File: config.mk
export PLATFORM = sky130hd
export DESIGN_NAME = usb_rx
export DESIGN_NICKNAME = d
export VERILOG_FILES = /design/src/source/usb_rx_pkg.sv /design/src/source/line_sampler.sv /design/src/source/nrzi_decoder.sv /design/src/source/byte_assembler.sv /design/src/source/rx_controller.sv /design/src/source/rx_fifo.sv /design/src/source/usb_rx.sv
export SDC_FILE = /design/constraint.sdc
export NUM_CORES = 1
export LEC_CHECK = 0
export BUFFER_PORTS_ARGS = -buffer_cell sky130_fd_sc_hd__buf_4
export CORE_AREA = 2 2 115 162
export DETAILED_ROUTE_END_ITERATION = 12
export DIE_AREA = 0 0 117 164
export MAX_ROUTING_LAYER = met4
export SLEW_MARGIN = 20
export SYNTH_ARGS = -nofsm -noshare
export SYNTH_HDL_FRONTEND = slang
export SYNTH_HIERARCHICAL = 1
export SYNTH_SLANG_ARGS = --single-unit
File: constraint.sdc
create_clock -name tb_clk -period 3.1 [get_ports tb_clk]
set_input_delay 0.31 -clock tb_clk [delete_from_list [all_inputs] [get_ports tb_clk]]
set_output_delay 0.31 -clock tb_clk [all_outputs]
set_load 0.05 [all_outputs]
File: src/source/usb_rx_pkg.sv
package usb_rx_pkg;

    // ********************
    // line and bit level
    // ********************

    // encoded as {d_plus, d_minus}
    typedef enum logic [1:0] {
        LINE_SE0 = 2'b00,
        LINE_K   = 2'b01,
        LINE_J   = 2'b10,
        LINE_SE1 = 2'b11
    } line_state_t;

    typedef struct packed {
        logic valid;
        logic value;
        logic eop;
    } rx_bit_t;

    typedef struct packed {
        logic       valid;
        logic [7:0] data;
        logic       eop;
        // only meaningful with eop
        logic       aligned;
    } rx_byte_t;

    // ********************
    // packet level
    // ********************

    typedef enum logic [2:0] {
        PKT_NONE        = 3'd0,
        PKT_IN          = 3'd1,
        PKT_OUT         = 3'd2,
        PKT_DATA        = 3'd3,
        PKT_ACK         = 3'd4,
        PKT_NAK         = 3'd5,
        PKT_UNSUPPORTED = 3'd6
    } rx_packet_t;

    typedef enum logic [7:0] {
        PID_OUT   = 8'hE1,
        PID_IN    = 8'h69,
        PID_DATA0 = 8'hC3,
        PID_DATA1 = 8'h4B,
        PID_ACK   = 8'hD2,
        PID_NAK   = 8'h5A
    } pid_t;

    typedef enum logic [2:0] {
        ST_IDLE,
        ST_SYNC,
        ST_PID,
        ST_TOKEN,
        ST_DATA,
        ST_HANDSHAKE,
        ST_WAIT_EOP
    } rx_state_t;

    // sync pattern KJKJKJKK, decoded LSB first
    localparam logic [7:0] SYNC_BYTE = 8'h80;
    localparam int STUFF_RUN = 6;

endpackage

File: src/source/line_sampler.sv
module line_sampler
    import usb_rx_pkg::*;
#(
    parameter int clks_per_bit = 8
) (
    input  logic        tb_clk,
    input  logic        tb_n_rst,
    input  logic        d_plus,
    input  logic        d_minus,
    output line_state_t line,
    output logic        sample
);

    localparam int PHASE_W = (clks_per_bit > 1) ? $clog2(clks_per_bit) : 1;
    localparam int HALF = clks_per_bit / 2;

    line_state_t        sync_1;
    line_state_t        sync_2;
    logic [PHASE_W-1:0] phase;

    // two flop synchronizer, bus idles at J
    always_ff @(posedge tb_clk, negedge tb_n_rst) begin
        if (!tb_n_rst) begin
            sync_1 <= LINE_J;
            sync_2 <= LINE_J;
        end else begin
            sync_1 <= line_state_t'({d_plus, d_minus});
            sync_2 <= sync_1;
        end
    end

    // phase restarts on every line edge so the sample point tracks the sender
    always_ff @(posedge tb_clk, negedge tb_n_rst) begin
        if (!tb_n_rst) begin
            line  <= LINE_J;
            phase <= '0;
        end else begin
            line <= sync_2;
            if (sync_2 != line) begin
                phase <= '0;
            end else if (phase == PHASE_W'(clks_per_bit - 1)) begin
                phase <= '0;
            end else begin
                phase <= phase + PHASE_W'(1);
            end
        end
    end

    // mid cell, half a bit after the last edge
    assign sample = (phase == PHASE_W'(HALF - 1));

endmodule

File: src/source/nrzi_decoder.sv
module nrzi_decoder
    import usb_rx_pkg::*;
(
    input  logic        tb_clk,
    input  logic        tb_n_rst,
    input  line_state_t line,
    input  logic        sample,
    output rx_bit_t     bit_out
);

    logic        active;
    line_state_t prev;
    logic [2:0]  ones;
    logic        same;

    // nrzi, no transition means a one
    assign same = (line == prev);

    always_ff @(posedge tb_clk, negedge tb_n_rst) begin
        if (!tb_n_rst) begin
            active  <= 1'b0;
            prev    <= LINE_J;
            ones    <= '0;
            bit_out <= '0;
        end else begin
            bit_out <= '0;
            if (sample) begin
                if (line == LINE_SE0) begin
                    // only the first SE0 sample of a packet counts
                    bit_out.eop <= active;
                    active      <= 1'b0;
                    prev        <= LINE_J;
                    ones        <= '0;
                end else if (line != LINE_SE1) begin
                    prev <= line;
                    if (!active) begin
                        // first K after idle opens the packet with a zero
                        if (!same) begin
                            active        <= 1'b1;
                            bit_out.valid <= 1'b1;
                            bit_out.value <= 1'b0;
                            ones          <= '0;
                        end
                    end else if (ones == 3'(STUFF_RUN)) begin
                        // stuffed zero, dropped
                        ones <= '0;
                    end else begin
                        bit_out.valid <= 1'b1;
                        bit_out.value <= same;
                        ones          <= same ? ones + 3'd1 : 3'd0;
                    end
                end
            end
        end
    end

endmodule

File: src/source/byte_assembler.sv
module byte_assembler
    import usb_rx_pkg::*;
(
    input  logic     tb_clk,
    input  logic     tb_n_rst,
    input  rx_bit_t  bit_out,
    output rx_byte_t byte_out
);

    logic [7:0] shift;
    logic [7:0] next_shift;
    logic [2:0] count;

    // LSB arrives first and ends up at bit 0
    assign next_shift = {bit_out.value, shift[7:1]};

    always_ff @(posedge tb_clk) begin
        if (bit_out.valid) begin
            shift <= next_shift;
        end
    end

    always_ff @(posedge tb_clk, negedge tb_n_rst) begin
        if (!tb_n_rst) begin
            count    <= '0;
            byte_out <= '0;
        end else begin
            byte_out <= '0;
            if (bit_out.valid) begin
                count <= count + 3'd1;
                if (count == 3'd7) begin
                    byte_out.valid <= 1'b1;
                    byte_out.data  <= next_shift;
                end
            end else if (bit_out.eop) begin
                // aligned when no partial byte is pending
                byte_out.eop     <= 1'b1;
                byte_out.aligned <= (count == 3'd0);
                count            <= '0;
            end
        end
    end

endmodule

File: src/source/rx_controller.sv
module rx_controller
    import usb_rx_pkg::*;
#(
    parameter logic [6:0] dev_addr = 7'h70,
    parameter logic [3:0] dev_endp = 4'd4
) (
    input  logic       tb_clk,
    input  logic       tb_n_rst,
    input  rx_byte_t   byte_out,
    output logic       store,
    output logic [7:0] store_data,
    output rx_packet_t rx_packet,
    output logic       packet_done,
    output logic       r_error
);

    rx_state_t  state;
    rx_packet_t kind;
    logic [1:0] byte_cnt;
    logic       tok_match;
    logic [7:0] hold_old;
    logic [7:0] hold_new;
    logic       pid_ok;
    logic       addr_ok;
    logic       endp_ok;
    logic       shift_in;
    logic       done_ok;

    // ********************
    // byte checks
    // ********************

    assign pid_ok = (byte_out.data[3:0] == ~byte_out.data[7:4]);

    // first token byte sits in hold_new when the second arrives
    assign addr_ok = (hold_new[6:0] == dev_addr);
    assign endp_ok = ({byte_out.data[2:0], hold_new[7]} == dev_endp);

    // token and payload bytes move through the hold-back pair
    assign shift_in = byte_out.valid && (state == ST_TOKEN || state == ST_DATA);

    always_comb begin
        case (state)
            ST_TOKEN: done_ok = tok_match && (byte_cnt == 2'd2);
            ST_DATA:  done_ok = (byte_cnt == 2'd2);
            default:  done_ok = 1'b0;
        endcase
    end

    // ********************
    // hold-back pair
    // ********************

    // the sync byte also parks in hold_new for one cycle
    always_ff @(posedge tb_clk) begin
        if (shift_in || (byte_out.valid && state == ST_IDLE)) begin
            hold_old <= hold_new;
            hold_new <= byte_out.data;
        end
        if (shift_in) begin
            store_data <= hold_old;
        end
    end

    // ********************
    // packet FSM
    // ********************

    always_ff @(posedge tb_clk, negedge tb_n_rst) begin
        if (!tb_n_rst) begin
            state       <= ST_IDLE;
            kind        <= PKT_NONE;
            byte_cnt    <= '0;
            tok_match   <= 1'b0;
            store       <= 1'b0;
            rx_packet   <= PKT_NONE;
            packet_done <= 1'b0;
            r_error     <= 1'b0;
        end else begin
            // oldest held byte leaves once two newer ones are behind it
            store <= shift_in && (state == ST_DATA) && (byte_cnt == 2'd2);
            if (shift_in && byte_cnt != 2'd2) begin
                byte_cnt <= byte_cnt + 2'd1;
            end
            if (shift_in && state == ST_TOKEN && byte_cnt == 2'd1) begin
                tok_match <= addr_ok && endp_ok;
            end

            case (state)
                ST_IDLE: begin
                    if (byte_out.valid || byte_out.eop) begin
                        rx_packet   <= PKT_NONE;
                        packet_done <= 1'b0;
                        // EOP before a whole sync byte
                        r_error     <= byte_out.eop;
                    end
                    if (byte_out.valid) begin
                        state <= ST_SYNC;
                    end
                end
                ST_SYNC: begin
                    if (hold_new == SYNC_BYTE) begin
                        state <= ST_PID;
                    end else begin
                        r_error <= 1'b1;
                        state   <= ST_WAIT_EOP;
                    end
                end
                ST_PID: begin
                    byte_cnt <= '0;
                    if (byte_out.eop) begin
                        r_error <= 1'b1;
                        state   <= ST_IDLE;
                    end else if (byte_out.valid && !pid_ok) begin
                        r_error <= 1'b1;
                        state   <= ST_WAIT_EOP;
                    end else if (byte_out.valid) begin
                        case (pid_t'(byte_out.data))
                            PID_IN: begin
                                kind  <= PKT_IN;
                                state <= ST_TOKEN;
                            end
                            PID_OUT: begin
                                kind  <= PKT_OUT;
                                state <= ST_TOKEN;
                            end
                            PID_DATA0, PID_DATA1: begin
                                kind  <= PKT_DATA;
                                state <= ST_DATA;
                            end
                            PID_ACK: begin
                                kind  <= PKT_ACK;
                                state <= ST_HANDSHAKE;
                            end
                            PID_NAK: begin
                                kind  <= PKT_NAK;
                                state <= ST_HANDSHAKE;
                            end
                            default: begin
                                kind  <= PKT_UNSUPPORTED;
                                state <= ST_HANDSHAKE;
                            end
                        endcase
                    end
                end
                ST_TOKEN, ST_DATA, ST_HANDSHAKE: begin
                    // trailing bytes are ignored and only the EOP reports status
                    if (byte_out.eop) begin
                        rx_packet   <= kind;
                        packet_done <= byte_out.aligned && done_ok;
                        r_error     <= !byte_out.aligned;
                        state       <= ST_IDLE;
                    end
                end
                ST_WAIT_EOP: begin
                    if (byte_out.eop) begin
                        state <= ST_IDLE;
                    end
                end
                default: state <= ST_IDLE;
            endcase
        end
    end

endmodule

File: src/source/rx_fifo.sv
module rx_fifo #(
    parameter int fifo_depth = 8
) (
    input  logic       tb_clk,
    input  logic       tb_n_rst,
    input  logic       store,
    input  logic [7:0] store_data,
    input  logic       r_enable,
    output logic [7:0] r_data,
    output logic       empty,
    output logic       full
);

    localparam int PTR_W = (fifo_depth > 1) ? $clog2(fifo_depth) : 1;
    localparam int CNT_W = $clog2(fifo_depth + 1);

    logic [7:0]       mem [fifo_depth];
    logic [PTR_W-1:0] wr_ptr;
    logic [PTR_W-1:0] rd_ptr;
    logic [CNT_W-1:0] count;
    logic             push;
    logic             pop;

    // pointer step with wrap for any depth
    function automatic logic [PTR_W-1:0] ptr_next(input logic [PTR_W-1:0] ptr);
        return (ptr == PTR_W'(fifo_depth - 1)) ? '0 : ptr + PTR_W'(1);
    endfunction

    // a byte that arrives while full is lost
    assign push = store && !full;
    assign pop  = r_enable && !empty;

    always_ff @(posedge tb_clk) begin
        if (push) begin
            mem[wr_ptr] <= store_data;
        end
    end

    always_ff @(posedge tb_clk, negedge tb_n_rst) begin
        if (!tb_n_rst) begin
            wr_ptr <= '0;
            rd_ptr <= '0;
            count  <= '0;
        end else begin
            if (push) begin
                wr_ptr <= ptr_next(wr_ptr);
            end
            if (pop) begin
                rd_ptr <= ptr_next(rd_ptr);
            end
            if (push && !pop) begin
                count <= count + CNT_W'(1);
            end else if (pop && !push) begin
                count <= count - CNT_W'(1);
            end
        end
    end

    // first word falls through
    assign r_data = mem[rd_ptr];
    assign empty  = (count == '0);
    assign full   = (count == CNT_W'(fifo_depth));

endmodule

File: src/source/usb_rx.sv
module usb_rx
    import usb_rx_pkg::*;
#(
    parameter int         clks_per_bit = 8,
    parameter logic [6:0] dev_addr     = 7'h70,
    parameter logic [3:0] dev_endp     = 4'd4,
    parameter int         fifo_depth   = 8
) (
    input  logic       tb_clk,
    input  logic       tb_n_rst,
    input  logic       d_plus,
    input  logic       d_minus,
    input  logic       r_enable,
    output rx_packet_t rx_packet,
    output logic       packet_done,
    output logic       r_error,
    output logic [7:0] r_data,
    output logic       empty,
    output logic       full
);

    line_state_t line;
    logic        sample;
    rx_bit_t     bit_out;
    rx_byte_t    byte_out;
    logic        store;
    logic [7:0]  store_data;

    // receive chain, one clock per stage
    line_sampler #(
        .clks_per_bit(clks_per_bit)
    ) u_line_sampler (
        .tb_clk  (tb_clk),
        .tb_n_rst(tb_n_rst),
        .d_plus  (d_plus),
        .d_minus (d_minus),
        .line    (line),
        .sample  (sample)
    );

    nrzi_decoder u_nrzi_decoder (
        .tb_clk  (tb_clk),
        .tb_n_rst(tb_n_rst),
        .line    (line),
        .sample  (sample),
        .bit_out (bit_out)
    );

    byte_assembler u_byte_assembler (
        .tb_clk  (tb_clk),
        .tb_n_rst(tb_n_rst),
        .bit_out (bit_out),
        .byte_out(byte_out)
    );

    rx_controller #(
        .dev_addr(dev_addr),
        .dev_endp(dev_endp)
    ) u_rx_controller (
        .tb_clk     (tb_clk),
        .tb_n_rst   (tb_n_rst),
        .byte_out   (byte_out),
        .store      (store),
        .store_data (store_data),
        .rx_packet  (rx_packet),
        .packet_done(packet_done),
        .r_error    (r_error)
    );

    rx_fifo #(
        .fifo_depth(fifo_depth)
    ) u_rx_fifo (
        .tb_clk    (tb_clk),
        .tb_n_rst  (tb_n_rst),
        .store     (store),
        .store_data(store_data),
        .r_enable  (r_enable),
        .r_data    (r_data),
        .empty     (empty),
        .full      (full)
    );

endmodule

==> results.cfg <==
[power_and_ir_drop]
power_density_nw_per_um2 = 572
power_leakage_nw = 2.67
vdd_drop_max_mv = 0.337

[cells_and_area]
nets = 494
multiInputGateArea_um2 = 2190
final_common_cell = edfxtp_1
n_antenna_cell = 0
fillers = 1622
finalNonFillerCells = 724
final_cell_mix = 95 x edfxtp_1, 53 x dfrtp_1, 27 x buf_4
regArea_um2 = 4280
syn2layout_area_growth_pct = 15.7
drive_gt1_frac = 0.233

[synthesis]
netlist.area_leader.share = 0.430
synth.distinct_cells = 70
synth_cells = 437
syn_nets = 460
ys.flop_type = edfxtp_1
syn_avg_cell_area_um2 = 15.2
netlist_top_cells_area = edfxtp_1 43%, dfrtp_1 20%, mux4_2 5.1%
async_reset_ff_frac = 0.375
yosysTopAreaCell = edfxtp_1
yosysSeqAreaShare = 0.646
ys_ff_latch = 152
syn_area_um2 = 6640
ys_warn_count = 6
synth-edff-count = 95

[setup_path]
setup.worst_path.start = u_rx_fifo/count[1]
critPathBufInv = 2
worst_setup_path_start_kind = register
r2r_cells = 9
crit_path_cell_trace = or4b_4 > nand2_8 > inv_1 > ha_1 > inv_1 > ha_1 > or4_1 > o211ai_1 > o211ai_1
end_kind = register
crit_fanout = 8
slowest_delay_ns = 0.60
reg2reg_slack_ns = 0.21
cp_top_family = simple AND/OR/NAND/NOR gates
worstPathRequired_ns = 3.39
rr_endpoint = u_rx_fifo/count[3]
cp.arrival_ns = 3.18
crit_type = register to register
r2r_start = u_rx_fifo/count[1]
crit_slowest_cell = or4b_4

[timing]
fin_crit_sh = 0.932
fin_ws_ns = 0.211
rsz0062_at_grt = false
hold_violations = 0
tightest_slew_ns = 0.895
max_freq_mhz = 346
fin_setup_tns_ns = 0
setup_viol = 0
finClkSkew_ns = 0.0105
slew_viol_final = 0
min_period_ns = 2.89
relSlewSlack = 0.401

[detailed_routing]
wl_per_cell_um = 15.5
firstDrtPassIters = 4
drcViolationCount = 0
dr_total_vias = 3674
viasPerCell = 5.07
drt-total-wl_um = 11200
drtIter0Drc = 237
ant_nets = 0

[grt]
grt_max_degree = 58
grt_overflow_total = 0
antenna_found_initial = 0
grt_pass1_wl_um = 18500
first_global_vias = 3798
grt_usage = 0.132

[outcome]
status = completed

[cts]
htreeDepth = 4
post-cts-setup-buffer-count = 0
cts_tree = yes
cts_buffers = 17
clkTransAtPathRegs_ns = 0.07
numClockSinks = 152
clockBufferDepth = 2
insertion_delay_ns = 0.42
cts-root-buf = clkbuf_16

[hold_path]
min_from = r_enable
min_path_cells = 3
hold_class = input port to register
min_to = u_rx_fifo/rd_ptr[1]

[floorplan]
initial_core_util = 0.373
die_h_um = 164
row_count = 58
io-pin-count = 20
chipWidth_um = 117
dieArea_um2 = 19200
coreArea_um2 = 17800

[place]
dp_hpwl_um = 7480
place.gp.congestion = 0.811
pre_cts_ws_ns = 0.247
place_inst = 689
port-buffer-count = 19

[job]
drv_cap = 0
through the flow:
step / power, W / hold WS [ns] / utilization / area (um2)
finish: 0.00439 / 0.214 / 0.432 / 7680
floorplan: 0.00230 / 0.0144 / - / 6640
global placement: 0.00233 / 0.342 / 0.396 / 7040
global route: 0.00453 / 0.230 / 0.432 / 7680
detailed placement: 0.00234 / 0.348 / 0.396 / 7040
CTS: 0.00445 / 0.200 / 0.432 / 7680
Yosys cell counts, drive strengths merged (3+ instances only):
cell,number
ha,17
nor2b,9
nand2,27
a21oi,13
nand2b,15
mux2,18
dfstp,4
a21o,3
nand4,3
nand3,10
dfrtp,53
nor3,13
a31oi,3
a22oi,6
and3,10
o21ai,18
inv,17
o211ai,3
mux4,16
xor2,9
or4,3
edfxtp,95
nor4,5
mux2i,3
nor2,13
buf,13
metal layers:
| metal | part of all wire | global-route usage | up-vias |
|---|---|---|---|
| met1 | 0.41 | 0.140 | 1870 |
| met3 | 0.024 | 0.0310 | 18 |
| met5 | 0 | - | - |
| met2 | 0.55 | 0.231 | 54 |
| met4 | 0.022 | 0.0583 | 0 |
| li1 | - | - | 1732 |
tightest hold or removal path: cells and delay by family:
kind	cells	cell delay, ns
buffers and inverters	1	0.12
AOI/OAI and AO/OA	2	0.17
cell families after synthesis:
family / after synthesis / synth area share
flops: 152 / 0.646
simple gates: 125 / 0.118
compound gates: 62 / 0.0634
mux: 37 / 0.0984
buf+inv: 32 / 0.0241
fa+ha+maj: 18 / 0.0351
xor+xnor: 11 / 0.0157
timing repair:
| item | CTS | global route |
|---|---|---|
| hold buffers | 3 | 0 |
| endpoints found under the setup margin | 0 | 0 |
| endpoints found under the hold margin | 55 | 0 |
| gates resized for setup | 0 | 0 |
state kept, by name (all words and copies together), names as in the netlist, 3 cells and up:
signal / cells
u_rx_fifo/mem: 64
u_byte_assembler/byte_out: 11
u_rx_controller/hold_new: 8
u_rx_controller/hold_old: 8
u_rx_controller/store_data: 8
u_byte_assembler/shift: 7
u_rx_fifo/count: 4
u_byte_assembler/count: 3
u_line_sampler/phase: 3
u_nrzi_decoder/bit_out: 3
u_nrzi_decoder/ones: 3
u_rx_controller/kind: 3
u_rx_controller/rx_packet: 3
u_rx_controller/state: 3
u_rx_fifo/rd_ptr: 3
u_rx_fifo/wr_ptr: 3
layout make-up:
class / count / share of cell area
clock inverter: 15 / 0.0235
sequential: 152 / 0.558
inverter: 17 / 0.00831
clock buffer: 17 / 0.0554
timing repair buffer: 30 / 0.0303
multi-input combinational: 253 / 0.285
tap: 240 / 0.0391
worst max-delay path by stage:
stage                               endpoint  cells after the start  slack (ns)
after CTS                 u_rx_fifo/count[3]                      9        0.22
final                     u_rx_fifo/count[3]                      9        0.21
after detailed placement  u_rx_fifo/count[3]                      9        0.25
after global routing      u_rx_fifo/count[3]                      9        0.07
after global placement    u_rx_fifo/count[3]                      9        0.35
after floorplan           u_rx_fifo/count[3]                      9        0.40
report_power, final:
| part | switching (W) | internal, W | leakage (nW) | total [W] |
|---|---|---|---|---|
| clock network | 0.000871 | 0.00122 | 0.293 | 0.00209 |
| logic | 0.0000533 | 0.0000450 | 0.994 | 0.0000983 |
| registers | 0.0000336 | 0.00217 | 1.39 | 0.00220 |
Power figures use the tool's default switching activity.
